File: src/verilog/conv_pkg.sv
package conv_pkg;

    // Widths with a meaning in the converter

    // Single-precision pattern, sign / exponent / fraction
    typedef logic [31:0] fp32_t;

    // Leading-zero count of a 32-bit word, 0 to 32
    typedef logic [5:0] lzc_t;

    // IEEE-754 single-precision exponent bias
    localparam logic [7:0] FP32_BIAS = 8'd127;

    // Converter depth in cycles, accept to output handshake
    localparam int CONV_LATENCY = 5;

    // Occupancy of a one-slot elastic half buffer
    typedef enum logic {
        BUF_EMPTY = 1'b0,
        BUF_FULL  = 1'b1
    } buf_state_t;

endpackage

File: src/verilog/delay_buffer.sv
`timescale 1ns/100ps

module delay_buffer #(
    parameter int DELAY_SIZE = 4
) (
    input  logic clk,
    input  logic rst,
    input  logic ins_valid,
    input  logic outs_ready,
    output logic outs_valid
);

    // Valid bits in flight, index 0 is the newest
    logic [DELAY_SIZE-1:0] valid_q;

    // Enabled cycles since reset, saturates at DELAY_SIZE
    logic [$clog2(DELAY_SIZE+1)-1:0] warm_cnt;

    // Whole chain moves together, only when downstream takes a step
    always_ff @(posedge clk) begin
        if (rst) begin
            valid_q <= '0;
        end else if (outs_ready) begin
            valid_q[0] <= ins_valid;
            for (int i = 1; i < DELAY_SIZE; i++) begin
                valid_q[i] <= valid_q[i-1];
            end
        end
    end

    assign outs_valid = valid_q[DELAY_SIZE-1];

    always_ff @(posedge clk) begin
        if (rst) begin
            warm_cnt <= '0;
        end else if (outs_ready && (warm_cnt < DELAY_SIZE)) begin
            warm_cnt <= warm_cnt + 1'b1;
        end
    end

    // Nothing can reach the end of the chain before it has been filled
    a_quiet_after_reset : assert property (@(posedge clk) disable iff (rst)
        (warm_cnt < DELAY_SIZE) |-> !outs_valid);

endmodule

File: src/verilog/oehb.sv
`timescale 1ns/100ps

module oehb import conv_pkg::*; #(
    parameter int DATA_TYPE = 32
) (
    input  logic                 clk,
    input  logic                 rst,
    input  logic [DATA_TYPE-1:0] ins,
    input  logic                 ins_valid,
    input  logic                 outs_ready,
    output logic [DATA_TYPE-1:0] outs,
    output logic                 outs_valid,
    output logic                 ins_ready
);

    buf_state_t           state;
    logic [DATA_TYPE-1:0] data_q;

    // ------------------------------------------------------------------------
    // Handshake
    // ------------------------------------------------------------------------

    // Slot free, or the held token leaves this cycle
    assign ins_ready  = (state == BUF_EMPTY) || outs_ready;
    assign outs_valid = (state == BUF_FULL);
    assign outs       = data_q;

    // Occupancy follows the incoming valid whenever the slot can turn over
    always_ff @(posedge clk) begin
        if (rst) begin
            state <= BUF_EMPTY;
        end else if (ins_ready) begin
            state <= ins_valid ? BUF_FULL : BUF_EMPTY;
        end
    end

    // ------------------------------------------------------------------------
    // Payload
    // ------------------------------------------------------------------------

    always_ff @(posedge clk) begin
        if (ins_valid && ins_ready) begin
            data_q <= ins;
        end
    end

    // Stalled output keeps both its valid and its value
    a_hold_on_stall : assert property (@(posedge clk) disable iff (rst)
        (outs_valid && !outs_ready) |=> (outs_valid && $stable(outs)));

endmodule

File: src/verilog/tehb.sv
`timescale 1ns/100ps

module tehb import conv_pkg::*; #(
    parameter int DATA_TYPE = 32
) (
    input  logic                 clk,
    input  logic                 rst,
    input  logic [DATA_TYPE-1:0] ins,
    input  logic                 ins_valid,
    input  logic                 outs_ready,
    output logic [DATA_TYPE-1:0] outs,
    output logic                 outs_valid,
    output logic                 ins_ready
);

    buf_state_t           state;
    logic [DATA_TYPE-1:0] data_q;

    // Ready upstream comes from the state register only
    assign ins_ready = (state == BUF_EMPTY);

    // Stored token goes out ahead of the input
    assign outs_valid = ins_valid || (state == BUF_FULL);
    assign outs       = (state == BUF_FULL) ? data_q : ins;

    always_ff @(posedge clk) begin
        if (rst) begin
            state <= BUF_EMPTY;
        end else begin
            case (state)
                BUF_EMPTY: if (ins_valid && !outs_ready) state <= BUF_FULL;
                BUF_FULL:  if (outs_ready) state <= BUF_EMPTY;
                default:   state <= BUF_EMPTY;
            endcase
        end
    end

    // Capture only the token that downstream refused
    always_ff @(posedge clk) begin
        if ((state == BUF_EMPTY) && ins_valid && !outs_ready) begin
            data_q <= ins;
        end
    end

    // Producer keeps the token that the full slot refuses
    a_no_accept_full : assert property (@(posedge clk) disable iff (rst)
        ((state == BUF_FULL) && ins_valid) |=> (ins_valid && $stable(ins)));

endmodule

File: src/verilog/uitofp.sv
`timescale 1ns/100ps

module uitofp import conv_pkg::*; #(
    parameter int DATA_TYPE = 32
) (
    input  logic                 clk,
    input  logic                 rst,
    input  logic [DATA_TYPE-1:0] ins,
    input  logic                 ins_valid,
    input  logic                 outs_ready,
    output fp32_t                outs,
    output logic                 outs_valid,
    output logic                 ins_ready
);

    // ------------------------------------------------------------------------
    // Conversion, combinational into q0
    // ------------------------------------------------------------------------

    logic [31:0] ext_val;
    lzc_t        lzc;
    logic [31:0] shifted;
    logic [7:0]  exp_val;
    fp32_t       converted;

    // Zero extension of narrow inputs
    always_comb begin
        ext_val                 = '0;
        ext_val[DATA_TYPE-1:0]  = ins;
    end

    // Upward scan, last hit is the leading one
    always_comb begin
        lzc = lzc_t'(32);
        for (int i = 0; i < 32; i++) begin
            if (ext_val[i]) begin
                lzc = lzc_t'(31 - i);
            end
        end
    end

    // Leading one lands on bit 31 and is implicit
    assign shifted = ext_val << lzc;
    assign exp_val = FP32_BIAS + {2'b00, 6'd31 - lzc};

    // Bits below the kept 23 are dropped, i.e. truncation
    assign converted = (ext_val == '0) ? '0 : {1'b0, exp_val, shifted[30:8]};

    // ------------------------------------------------------------------------
    // Data stages q0..q3, fifth stage is the oehb register
    // ------------------------------------------------------------------------

    fp32_t q0, q1, q2, q3;
    logic  oehb_ready;
    logic  dly_valid;

    // Single enable for the whole pipe
    always_ff @(posedge clk) begin
        if (oehb_ready) begin
            q0 <= converted;
            q1 <= q0;
            q2 <= q1;
            q3 <= q2;
        end
    end

    // Valid runs beside q0..q3
    delay_buffer #(
        .DELAY_SIZE(CONV_LATENCY - 1)
    ) delay_buffer_inst (
        .clk       (clk),
        .rst       (rst),
        .ins_valid (ins_valid),
        .outs_ready(oehb_ready),
        .outs_valid(dly_valid)
    );

    // Output slot, its ready stalls everything upstream
    oehb #(
        .DATA_TYPE($bits(fp32_t))
    ) oehb_inst (
        .clk       (clk),
        .rst       (rst),
        .ins       (q3),
        .ins_valid (dly_valid),
        .outs_ready(outs_ready),
        .outs      (outs),
        .outs_valid(outs_valid),
        .ins_ready (oehb_ready)
    );

    assign ins_ready = oehb_ready;

    // Unsigned source, sign must never show up at the output
    a_sign_clear : assert property (@(posedge clk) disable iff (rst)
        outs_valid |-> !outs[31]);

endmodule

File: src/verilog/conv_top.sv
`timescale 1ns/100ps

module conv_top import conv_pkg::*; #(
    parameter int DATA_TYPE = 32
) (
    input  logic                 clk,
    input  logic                 rst,
    input  logic [DATA_TYPE-1:0] ins,
    input  logic                 ins_valid,
    input  logic                 outs_ready,
    output logic                 ins_ready,
    output fp32_t                outs,
    output logic                 outs_valid
);

    // Link between input buffer and converter
    logic [DATA_TYPE-1:0] buf_data;
    logic                 buf_valid;
    logic                 conv_ready;

    // ------------------------------------------------------------------------
    // Input buffer, cuts the ready path coming back from the converter
    // ------------------------------------------------------------------------

    tehb #(
        .DATA_TYPE(DATA_TYPE)
    ) tehb_inst (
        .clk       (clk),
        .rst       (rst),
        .ins       (ins),
        .ins_valid (ins_valid),
        .outs_ready(conv_ready),
        .outs      (buf_data),
        .outs_valid(buf_valid),
        .ins_ready (ins_ready)
    );

    // ------------------------------------------------------------------------
    // Converter
    // ------------------------------------------------------------------------

    uitofp #(
        .DATA_TYPE(DATA_TYPE)
    ) uitofp_inst (
        .clk       (clk),
        .rst       (rst),
        .ins       (buf_data),
        .ins_valid (buf_valid),
        .outs_ready(outs_ready),
        .outs      (outs),
        .outs_valid(outs_valid),
        .ins_ready (conv_ready)
    );

endmodule

File: config.mk
export PLATFORM = sky130hd
export DESIGN_NAME = conv_top
export DESIGN_NICKNAME = d
export VERILOG_FILES = /design/src/verilog/conv_pkg.sv /design/src/verilog/delay_buffer.sv /design/src/verilog/oehb.sv /design/src/verilog/tehb.sv /design/src/verilog/uitofp.sv /design/src/verilog/conv_top.sv
export SDC_FILE = /design/constraint.sdc
export NUM_CORES = 1
export LEC_CHECK = 0
export BUFFER_PORTS_ARGS = -buffer_cell sky130_fd_sc_hd__buf_4
export CORE_MARGIN = 2
export CORE_UTILIZATION = 34
export CTS_CLUSTER_DIAMETER = 150
export DETAILED_ROUTE_END_ITERATION = 12
export HOLD_SLACK_MARGIN = 0.08
export SYNTH_ARGS = -nofsm -noshare
export SYNTH_HDL_FRONTEND = slang
export SYNTH_SLANG_ARGS = --single-unit
export TNS_END_PERCENT = 20
File: constraint.sdc
create_clock -name clk -period 11.84 [get_ports clk]
set_clock_uncertainty 0.05 [all_clocks]
set_input_delay 2.96 -clock clk [delete_from_list [all_inputs] [get_ports clk]]
set_output_delay 2.96 -clock clk [all_outputs]
set_load 0.1 [all_outputs]
==> metrics.yaml, run 1 <==
status: "finished, final reports clean"
cp-end-kind: "flop"
grt_max_degree: 88
antenna_found_initial: 0
core_sq_mm: 0.0259
yosysWarnings: 0
hold_depth: 0
hp-class: "reg2reg"
cpPeakStageDelay_ns: 0.55
setup_ws_ns: 5.90
postSynthAreaPerCell_sq_um: 14.3
final_cells: 1035
ys_ff_latch: 193
netlist_area_sq_mm: 0.00893
netlist.top_cell.by_area: "edfxtp_1"
grt_use_total_pct: 13.8
start_kind: "primary input"
synthTopCellsByArea: "edfxtp_1, mux2i_1, mux4_2"
fp-row-count: 59
timing.slew.headroom_pct: 29.5
pre_cts_ws_ns: 5.48
worstReg2RegEnd: "uitofp_inst.q0[20]"
peakVddDrop_mv: 0.100
h-tree-depth: 4
crit_fanout: 38
power_density_mw_per_mm2: 150
regToRegSetupSlack_ns: 7.07
cts-buffers-inserted: 17
synth-main-ff-cell: "edfxtp_1"
drt-initial-drc-count: 456
area_delta_synth_final_pct: 16.1
clk_latency_ns: 0.45
postSynthCellCount: 623
dp_hpwl_um: 13200
hold_slack_ns: 0.363
die_y_um: 166
path_common_cell: "buf_4"
cts_setup_buffers: 0
cts_tree: "yes"
drc: 0
totalNegativeSetupSlack_ns: 0
final_nets: 724
path_buf_inv: 3
synth.top_cell.area_share_pct: 62.9
hp-start: "uitofp_inst.q1[15]"
drive_above_1_share_pct: 23.9
synth-seq-area-share_pct: 64.2
hold_end: "uitofp_inst.q2[15]"
grt_pass1_vias: 5311
maxCapViolCount: 0
post-route-min-period_ns: 5.94
synth.most_common_cell: "edfxtp_1"
clk_path_buf_depth: 2
diodes: 0
overflow: 0
dp.cells: 1003
avgRoutedWirePerCell_um: 18.3
synth_common_cells: "edfxtp_1, mux2i_1, nor2_1"
pin_count: 70
rsz0062_at_grt: "no"
gp_congestion: 0.859
hold_violations: 0
grt_first_pass_wirelength_um: 30000
arrival_ns: 6.08
firstDrtPassIters: 6
async_flop_share_pct: 0
final_max_slew_viol_count: 0
port_buffers: 68
holdBufCountCts: 0
worstMarginPinSlew_ns: 1.06
die_area_sq_mm: 0.0276
start_util_pct: 34.5
finalWirelength_um: 19000
critPathRequiredTime_ns: 11.98
viasPerCell: 5.36
reg2reg_from: "tehb_inst.state"
report.final.setup_viol: 0
fin_crit_sh_pct: 50.1
worstSetupPathType: "in2reg"
via_count: 5552
ys_types: 81
syn-num-nets: 660
clk_pin_slew_ns: 0.08
p_leak_uw: 0.00362
die_w_um: 166
ff2ff_path_depth: 11
synth_edf_count: 187
ant_nets: 0
slowest_stage: "inv_1"
cts_sinks: 193
critPathTopFamily: "compound AO/OA/AOI/OAI gates"
cts_root_buf: "clkbuf_16"
post_cts_resized: 0
path_cells: "buf_4 -> o32a_1 -> a2111o_1 -> o221ai_1 -> or2_1 -> buf_4 -> inv_1 -> a211o_1 -> a32o_1 -> a21o_1"
fmax_mhz: 168
==> stage by stage <==
stage / util, % / area, sq um / power (uW)
global placement: 37.6 / 9740 / 981
CTS: 40.0 / 10400 / 1580
floorplan: - / 8930 / 935
finish: 40.0 / 10400 / 1560
global route: 40.0 / 10400 / 1620
detailed placement: 37.6 / 9740 / 983
==> layout by cell type, fill, tap and decap left out, types with 4 or more instances in the layout <==
| cell type | netlist | routed |
|---|---|---|
| dfxtp_1 | 6 | 5 |
| o21a_1 | 5 | 5 |
| inv_1 | 10 | 10 |
| nor3b_1 | 11 | 10 |
| edfxtp_1 | 187 | 187 |
| a211oi_1 | 9 | 9 |
| o22ai_1 | 12 | 12 |
| nor2_1 | 41 | 41 |
| or2_2 | 5 | 5 |
| clkbuf_16 | 0 | 17 |
| and2_1 | 4 | 4 |
| a211o_1 | 6 | 6 |
| a22o_1 | 4 | 4 |
| mux2i_1 | 41 | 41 |
| mux4_2 | 16 | 16 |
| nor2b_1 | 6 | 6 |
| mux2_2 | 16 | 16 |
| nand3_1 | 8 | 8 |
| buf_4 | 8 | 76 |
| nor4_1 | 4 | 4 |
| nand2_1 | 34 | 34 |
| a21o_1 | 6 | 6 |
| nor3_1 | 26 | 25 |
| o21ai_0 | 14 | 14 |
| o211ai_1 | 5 | 5 |
| clkinv_8 | 0 | 5 |
| inv_12 | 0 | 4 |
| a21oi_1 | 33 | 33 |
| nand2b_1 | 12 | 11 |
==> flip-flops by register name, indices dropped and copies added (netlist names) <==
signal	cells
uitofp_inst.q1	31
uitofp_inst.q0	31
uitofp_inst.oehb_inst.outs_valid	1
uitofp_inst.q2	31
uitofp_inst.q3	31
tehb_inst.data_q	32
uitofp_inst.delay_buffer_inst.valid_q	4
tehb_inst.state	1
uitofp_inst.oehb_inst.outs	31
==> report_power, final <==
group          switching (uW)  leakage [uW]  total [uW]  internal (uW)
clock                     297      0.000301         590            293
combinational            86.5       0.00142         141           54.9
sequential               13.0       0.00190         827            814
==> cells by family after synthesis <==
group                    synth area share (%)
buffers and inverters                    2.86
adder cells (fa/ha/maj)                 0.140
XOR/XNOR                                0.196
AND/OR/NAND/NOR                          9.34
flip-flops                               64.2
AO/OA/AOI/OAI                            11.8
other                                  0.0420
multiplexers                             11.4
==> how the worst max path moves through the flow <==
stage                     startpoint             endpoint  cells after the start
after global routing         ins[17]   uitofp_inst.q0[20]                     12
after global placement       ins[25]   uitofp_inst.q0[16]                     10
after floorplan           outs_ready  tehb_inst.data_q[0]                      3
after detailed placement     ins[25]   uitofp_inst.q0[16]                     10
final                        ins[25]   uitofp_inst.q0[16]                     10
after CTS                    ins[25]   uitofp_inst.q0[16]                     10
==> final cells by class <==
type | instances | area, sq um
fillers | 2430 | 15500
flip-flops and latches | 193 | 5740
multi-input cells | 388 | 2970
repair buffers | 76 | 571
clock buffers | 17 | 425
well taps | 335 | 419
clock inverters | 15 | 201
inverters | 11 | 43.8
==> metal layers <==
metal / global-route usage (%) / up-vias / part of all wire (%) / wire [um]
met5: 0 / - / 0 / 0
met4: 4.73 / 0 / 1.8 / 350
met3: 3.41 / 25 / 6.2 / 1180
met2: 20.5 / 203 / 45 / 8490
met1: 19.8 / 2717 / 47 / 8930
li1: - / 2607 / - / -
Note: power is estimated with default switching activity, not from simulation.
==> run 2, diff against run 1 <==
Clock period 11.84 ns to 5.35 ns, I/O delays scaled along.
==> run 2 against run 1 <==
Effect of this change: core utilization down 0.068 points; worst setup slack got worse by 5.2 ns; count of clock-buffer cells in the layout grew 1; register-to-register slack worse by 6.3 ns; clock power grew 110%; die area unchanged; non-clock buffer count grew 4; worst hold slack got worse by 0.0020 ns; first-iteration DRC count fell by 23%; sequential share of layout area grew 0.094 points; combinational power is 120% higher; via count decreased by 1.4%.
==> metrics.yaml, run 2 (synthesized netlist as in run 1, its figures left out) <==
status: "finished, final reports clean"
reg2reg_from: "tehb_inst.state"
maxCapViolCount: 0  # unchanged
slowest_stage: "dfxtp_4"
start_kind: "flop"
drive_above_1_share_pct: 23.9  # +0.040 points
hp-class: "reg2reg"
finalWirelength_um: 19400  # +2.3%
final_common_cell: "edfxtp_1"
port_buffers: 68  # unchanged
die_w_um: 166  # unchanged
largest_register_ffs: 32  # unchanged
antenna_found_initial: 0  # unchanged
path_common_cell: "buf_4"
h-tree-depth: 4  # unchanged
ff2ff_path_depth: 11  # unchanged
gp_congestion: 0.934  # +8.7%
grt_use_total_pct: 14.3  # +0.49 points
clk_path_buf_depth: 2  # unchanged
worstMarginPinSlew_ns: 1.00  # -0.0573 ns
timing.slew.headroom_pct: 33.3  # +3.8 points
core_sq_mm: 0.0259  # unchanged
hold_depth: 0  # unchanged
start_util_pct: 34.5  # unchanged
die_y_um: 166  # unchanged
hold_violations: 0  # unchanged
post_cts_resized: 0  # unchanged
via_count: 5477  # -1.4%
totalNegativeSetupSlack_ns: 0  # unchanged
arrival_ns: 4.71  # -1.37 ns
cts_root_buf: "clkbuf_16"
worstReg2RegEnd: "uitofp_inst.q0[18]"
hp-start: "uitofp_inst.q1[0]"
grt_first_pass_wirelength_um: 30900  # +3.0%
diodes: 0  # unchanged
area_delta_synth_final_pct: 15.9
cts_sinks: 193  # unchanged
ant_nets: 0  # unchanged
cts_tree: "yes"
path_cells: "buf_4 -> nor3b_1 -> o22ai_1 -> a2111oi_2 -> o41a_1 -> buf_4 -> mux4_2 -> mux2i_1 -> o211ai_1 -> a32oi_1 -> o221ai_1"
p_total_uw: 3390  # +120%
final_max_slew_viol_count: 0  # unchanged
cpPeakStageDelay_ns: 0.77  # +0.22 ns
cts_setup_buffers: 0  # unchanged
cts-buffers-inserted: 17  # unchanged
fill_cells: 2402  # -1.2%
pin_count: 70  # unchanged
drc: 0  # unchanged
crit_fanout: 55  # +45%
layout_common_cells: "edfxtp_1, buf_4, nor2_1, mux2i_1, nand2_1"
p_leak_uw: 0.00362  # about the same
cp-end-kind: "flop"
report.final.setup_viol: 0  # unchanged
holdBufCountCts: 0  # unchanged
worstSetupPathType: "reg2reg"
grt_pass1_vias: 5258  # -1.0%
rsz0062_at_grt: "no"
avgRoutedWirePerCell_um: 18.7  # +2.0%
clk_latency_ns: 0.43  # -0.02 ns
peakVddDrop_mv: 0.183  # +83%
fin_crit_sh_pct: 86.0
firstDrtPassIters: 5  # -1
multi_input_area_sq_mm: 0.00297  # about the same
regArea_sq_mm: 0.00574  # unchanged
die_area_sq_mm: 0.0276  # unchanged
clk_pin_slew_ns: 0.07  # about the same
final_nets: 728  # +0.55%
dp_hpwl_um: 13700  # +3.5%
regToRegSetupSlack_ns: 0.75  # -6.32 ns
fp-row-count: 59  # unchanged
largest-register: "tehb_inst.data_q"
fmax_mhz: 217
power_density_mw_per_mm2: 328  # +120%
drt-initial-drc-count: 353  # -23%
hold_end: "uitofp_inst.q2[0]"
overflow: 0  # unchanged
post-route-min-period_ns: 4.60
critPathRequiredTime_ns: 5.46  # -6.52 ns
viasPerCell: 5.28  # -1.6%
grt_max_degree: 69  # -22%
-- run 2: cell count changes in the layout (fill, tap and decap cells not counted), sizes merged --
cell / change
buf: +4
inv: -3
clkinv: -2
clkinvlp: +2
bufinv: +1
clkbuf: +1
-- run 2: critical path, delay by kind of cell (launching register included) --
family	cells	cell delay, ns
flops	1	0.77
buf+inv	2	0.82
compound gates	6	1.63
mux	2	0.70
simple gates	1	0.32
-- run 2: layout make-up --
type,count,area share [%]
Clock inverter,13,1.44
Clock buffer,18,4.15
Multi-Input combinational cell,388,28.7
Tap cell,335,4.05
Timing Repair Buffer,80,5.80
Inverter,11,0.423
Sequential cell,193,55.4
-- run 2: per-layer routing --
layer / up-vias / share of wire, % / GRT usage, %
met5: - / 0 / 0
li1: 2613 / - / -
met3: 24 / 5.3 / 2.96
met4: 0 / 1.4 / 4.05
met1: 2648 / 47 / 20.8
met2: 192 / 47 / 21.8
-- run 2: per-stage QoR --
step,setup WS [ns],std cells,instance area (sq um),utilization (%),hold slack (ns)
after floorplan,1.07,623,8940,-,0.350
after global placement,0.500,1007,9780,37.7,0.351
after detailed placement,0.630,1007,9780,37.7,0.355
after CTS,0.790,1038,10400,40.0,0.360
after global routing,0.461,1038,10400,40.0,0.364
final,0.749,1038,10400,40.0,0.361
-- run 2: power by group --
group	leakage (uW)	switching (uW)	internal [uW]
Sequential	0.00190	29.2	1800
Combinational	0.00144	189	122
Clock	0.000277	589	659
-- run 2: how the worst max path moves through the flow --
| stage | to | from |
|---|---|---|
| finish | uitofp_inst.q0[18] | tehb_inst.state |
| global route | uitofp_inst.q0[18] | tehb_inst.state |
| floorplan | tehb_inst.data_q[0] | outs_ready |
| CTS | uitofp_inst.q0[18] | tehb_inst.state |
| global placement | uitofp_inst.q0[18] | ins[0] |
| detailed placement | uitofp_inst.q0[18] | ins[0] |
==> run 3, diff against run 2 <==
Settings changed: ABC_AREA set to 1.
==> run 3 against run 2 <==
Effect of this change: combinational power down 2%; synthesized cell count up 25%; via count up 3.5%; synthesized area down 5.5%; design area down 3.9%; non-clock buffer count up 1; first-iteration DRC count up 41%.
==> metrics.yaml, run 3 <==
syn-num-nets: 816  # +24%
grt_max_degree: 104  # +51%
gp_congestion: 0.844  # -9.6%
synth_compound_area_share_pct: 3.41  # -8.4 points
avgRoutedWirePerCell_um: 14.6  # -22%
crit_fanout: 35  # -36%
die_area_sq_mm: 0.0261  # -5.4%
worstSetupPathType: "in2reg"
grt_first_pass_wirelength_um: 27500  # -11%
path_common_cell: "nand2_1"
postSynthAreaPerCell_sq_um: 10.8  # -24%
cts_setup_buffers: 0  # unchanged
peakVddDrop_mv: 0.185  # +0.80%
grt_use_met1_pct: 20.1  # -0.71 points
setup_ws_ns: 0.880  # +0.131 ns
antenna_found_initial: 0  # unchanged
clk_path_buf_depth: 2  # unchanged
status: "finished, final reports clean"
fin_crit_sh_pct: 83.5  # -2.5 points
post_cts_resized: 0  # unchanged
viasPerCell: 4.78  # -9.4%
layout_common_cells: "edfxtp_1, nand2_1, nand3_1"
ys_types: 35  # -57%
synth_fa_ha_area_share_pct: 0.148  # +0.0081 points
grt_use_total_pct: 13.6  # -0.66 points
synth-main-ff-cell: "edfxtp_1"
post-route-min-period_ns: 4.47  # -0.131 ns
totalNegativeSetupSlack_ns: 0  # unchanged
final_max_slew_viol_count: 0  # unchanged
grt_pass1_vias: 5110  # -2.8%
drt-initial-drc-count: 498  # +41%
start_kind: "primary input"
final_nets: 886  # +22%
hp-class: "reg2reg"
netlist.top_cell.by_area: "edfxtp_1"
worstMarginPinSlew_ns: 0.869  # -0.131 ns
firstDrtPassIters: 5  # unchanged
synth_common_cells: "edfxtp_1, nand2_1, nand3_1"
h-tree-depth: 4  # unchanged
synth-seq-area-share_pct: 67.9  # +3.7 points
diodes: 0  # unchanged
p_leak_uw: 0.00392  # +8.4%
synth-xor-area-share_pct: 0  # -0.20 points
cp-end-kind: "flop"
via_count: 5667  # +3.5%
fp-row-count: 57  # -3.4%
busiest_layer: "met2"
synth.most_common_cell: "edfxtp_1"
report.final.setup_viol: 0  # unchanged
postSynthCellCount: 779  # +25%
pre_cts_ws_ns: 0.402  # -0.228 ns
clk_pin_slew_ns: 0.08  # about the same
critPathRequiredTime_ns: 5.50  # +0.04 ns
regArea_sq_mm: 0.00574  # about the same
hold_violations: 0  # unchanged
largest_register_ffs: 32  # unchanged
netlist_area_sq_mm: 0.00844  # -5.5%
clk_latency_ns: 0.44  # about the same
synth.top_cell.area_share_pct: 66.5  # +3.7 points
ys_ff_latch: 193  # unchanged
fill_cells: 2353  # -2.0%
async_flop_share_pct: 0  # unchanged
port_buffers: 68  # unchanged
synth_mux_area_share_pct: 0  # -11 points
yosysWarnings: 0  # unchanged
pin_count: 70  # unchanged
final_common_cell: "edfxtp_1"
maxCapViolCount: 0  # unchanged
drc: 0  # unchanged
cts_root_buf: "clkbuf_16"
dp_hpwl_um: 12200  # -11%
finalWirelength_um: 17300  # -11%
start_util_pct: 34.7  # +0.24 points
slowest_stage: "nand2_4"
overflow: 0  # unchanged
synth_edf_count: 187  # unchanged
timing.slew.headroom_pct: 42.0  # +8.6 points
synthTopCellsByArea: "edfxtp_1, nand3_1, nand2_1"
grt_use_met3_pct: 2.80  # -0.16 points
cts-buffers-inserted: 17  # unchanged
cpPeakStageDelay_ns: 0.30  # -0.47 ns
arrival_ns: 4.62  # -0.09 ns
core_sq_mm: 0.0243  # -6.1%
drive_above_1_share_pct: 17.6  # -6.3 points
die_w_um: 162  # -2.7%
power_density_mw_per_mm2: 349  # +6.5%
synth_top_family_by_area: "simple AND/OR/NAND/NOR gates"
rsz0062_at_grt: "no"
holdBufCountCts: 0  # unchanged
multi_input_area_sq_mm: 0.00233  # -22%
largest-register: "tehb_inst.data_q"
met2_usage_pct: 20.4  # -1.4 points
die_y_um: 162  # -2.7%
cts_tree: "yes"
ant_nets: 0  # unchanged
area_delta_synth_final_pct: 17.8
cts_sinks: 193  # unchanged
fmax_mhz: 224  # +2.9%
synthSimpleGateAreaFrac_pct: 23.9  # +15 points
==> run 3: where the power goes <==
group,leakage (uW),total (uW),switching [uW],internal (uW)
Combinational,0.00172,305,212,92.6
Sequential,0.00190,1850,31.8,1820
Clock,0.000302,1320,636,684
==> run 3: cell type report <==
type | instances | share of cell area [%]
flip-flops and latches | 193 | 57.7
clock buffers | 17 | 4.28
inverters | 60 | 2.29
clock inverters | 15 | 2.05
repair buffers | 81 | 6.24
multi-input cells | 496 | 23.4
well taps | 324 | 4.08
==> run 3: cell families after synthesis <==
group,after synthesis
buf+inv,90
fa+ha+maj,1
compound gates,53
simple gates,441
flops,193
other cells,1
==> run 3: worst max-delay path: cells and delay by family <==
kind	cells	cell delay, ns
AO/OA/AOI/OAI	1	0.23
buffers and inverters	1	0.11
AND/OR/NAND/NOR	35	2.93
==> run 3: path summary, 6_finish.rpt <==
| path | slack (ns) | cells after the start | from | endpoint |
|---|---|---|---|---|
| hold reg to reg | 0.36 | 0 | uitofp_inst.q1[6] | uitofp_inst.q2[6] |
| hold / removal | 0.36 | 0 | uitofp_inst.q1[6] | uitofp_inst.q2[6] |
| setup / recovery | 0.88 | 37 | ins[2] | uitofp_inst.q0[22] |
| setup reg to reg | 1.00 | 37 | tehb_inst.state | uitofp_inst.q0[22] |
==> run 3: metal layers <==
layer,vias to the layer above,share of wire (%)
met5,-,0
met4,0,1.1
met3,12,4.3
met2,135,45
met1,2666,50
li1,2854,-
==> run 3: metrics by stage <==
stage / utilization (%) / hold WS [ns] / area (sq um) / cells / total power [uW]
finish: 40.9 / 0.364 / 9950 / 1186 / 3470
global route: 40.9 / 0.367 / 9950 / 1186 / 3620
CTS: 40.9 / 0.368 / 9950 / 1186 / 3510
detailed placement: 38.3 / 0.355 / 9320 / 1154 / 2190
global placement: 38.3 / 0.350 / 9320 / 1154 / 2180
floorplan: - / 0.350 / 8440 / 779 / 2090
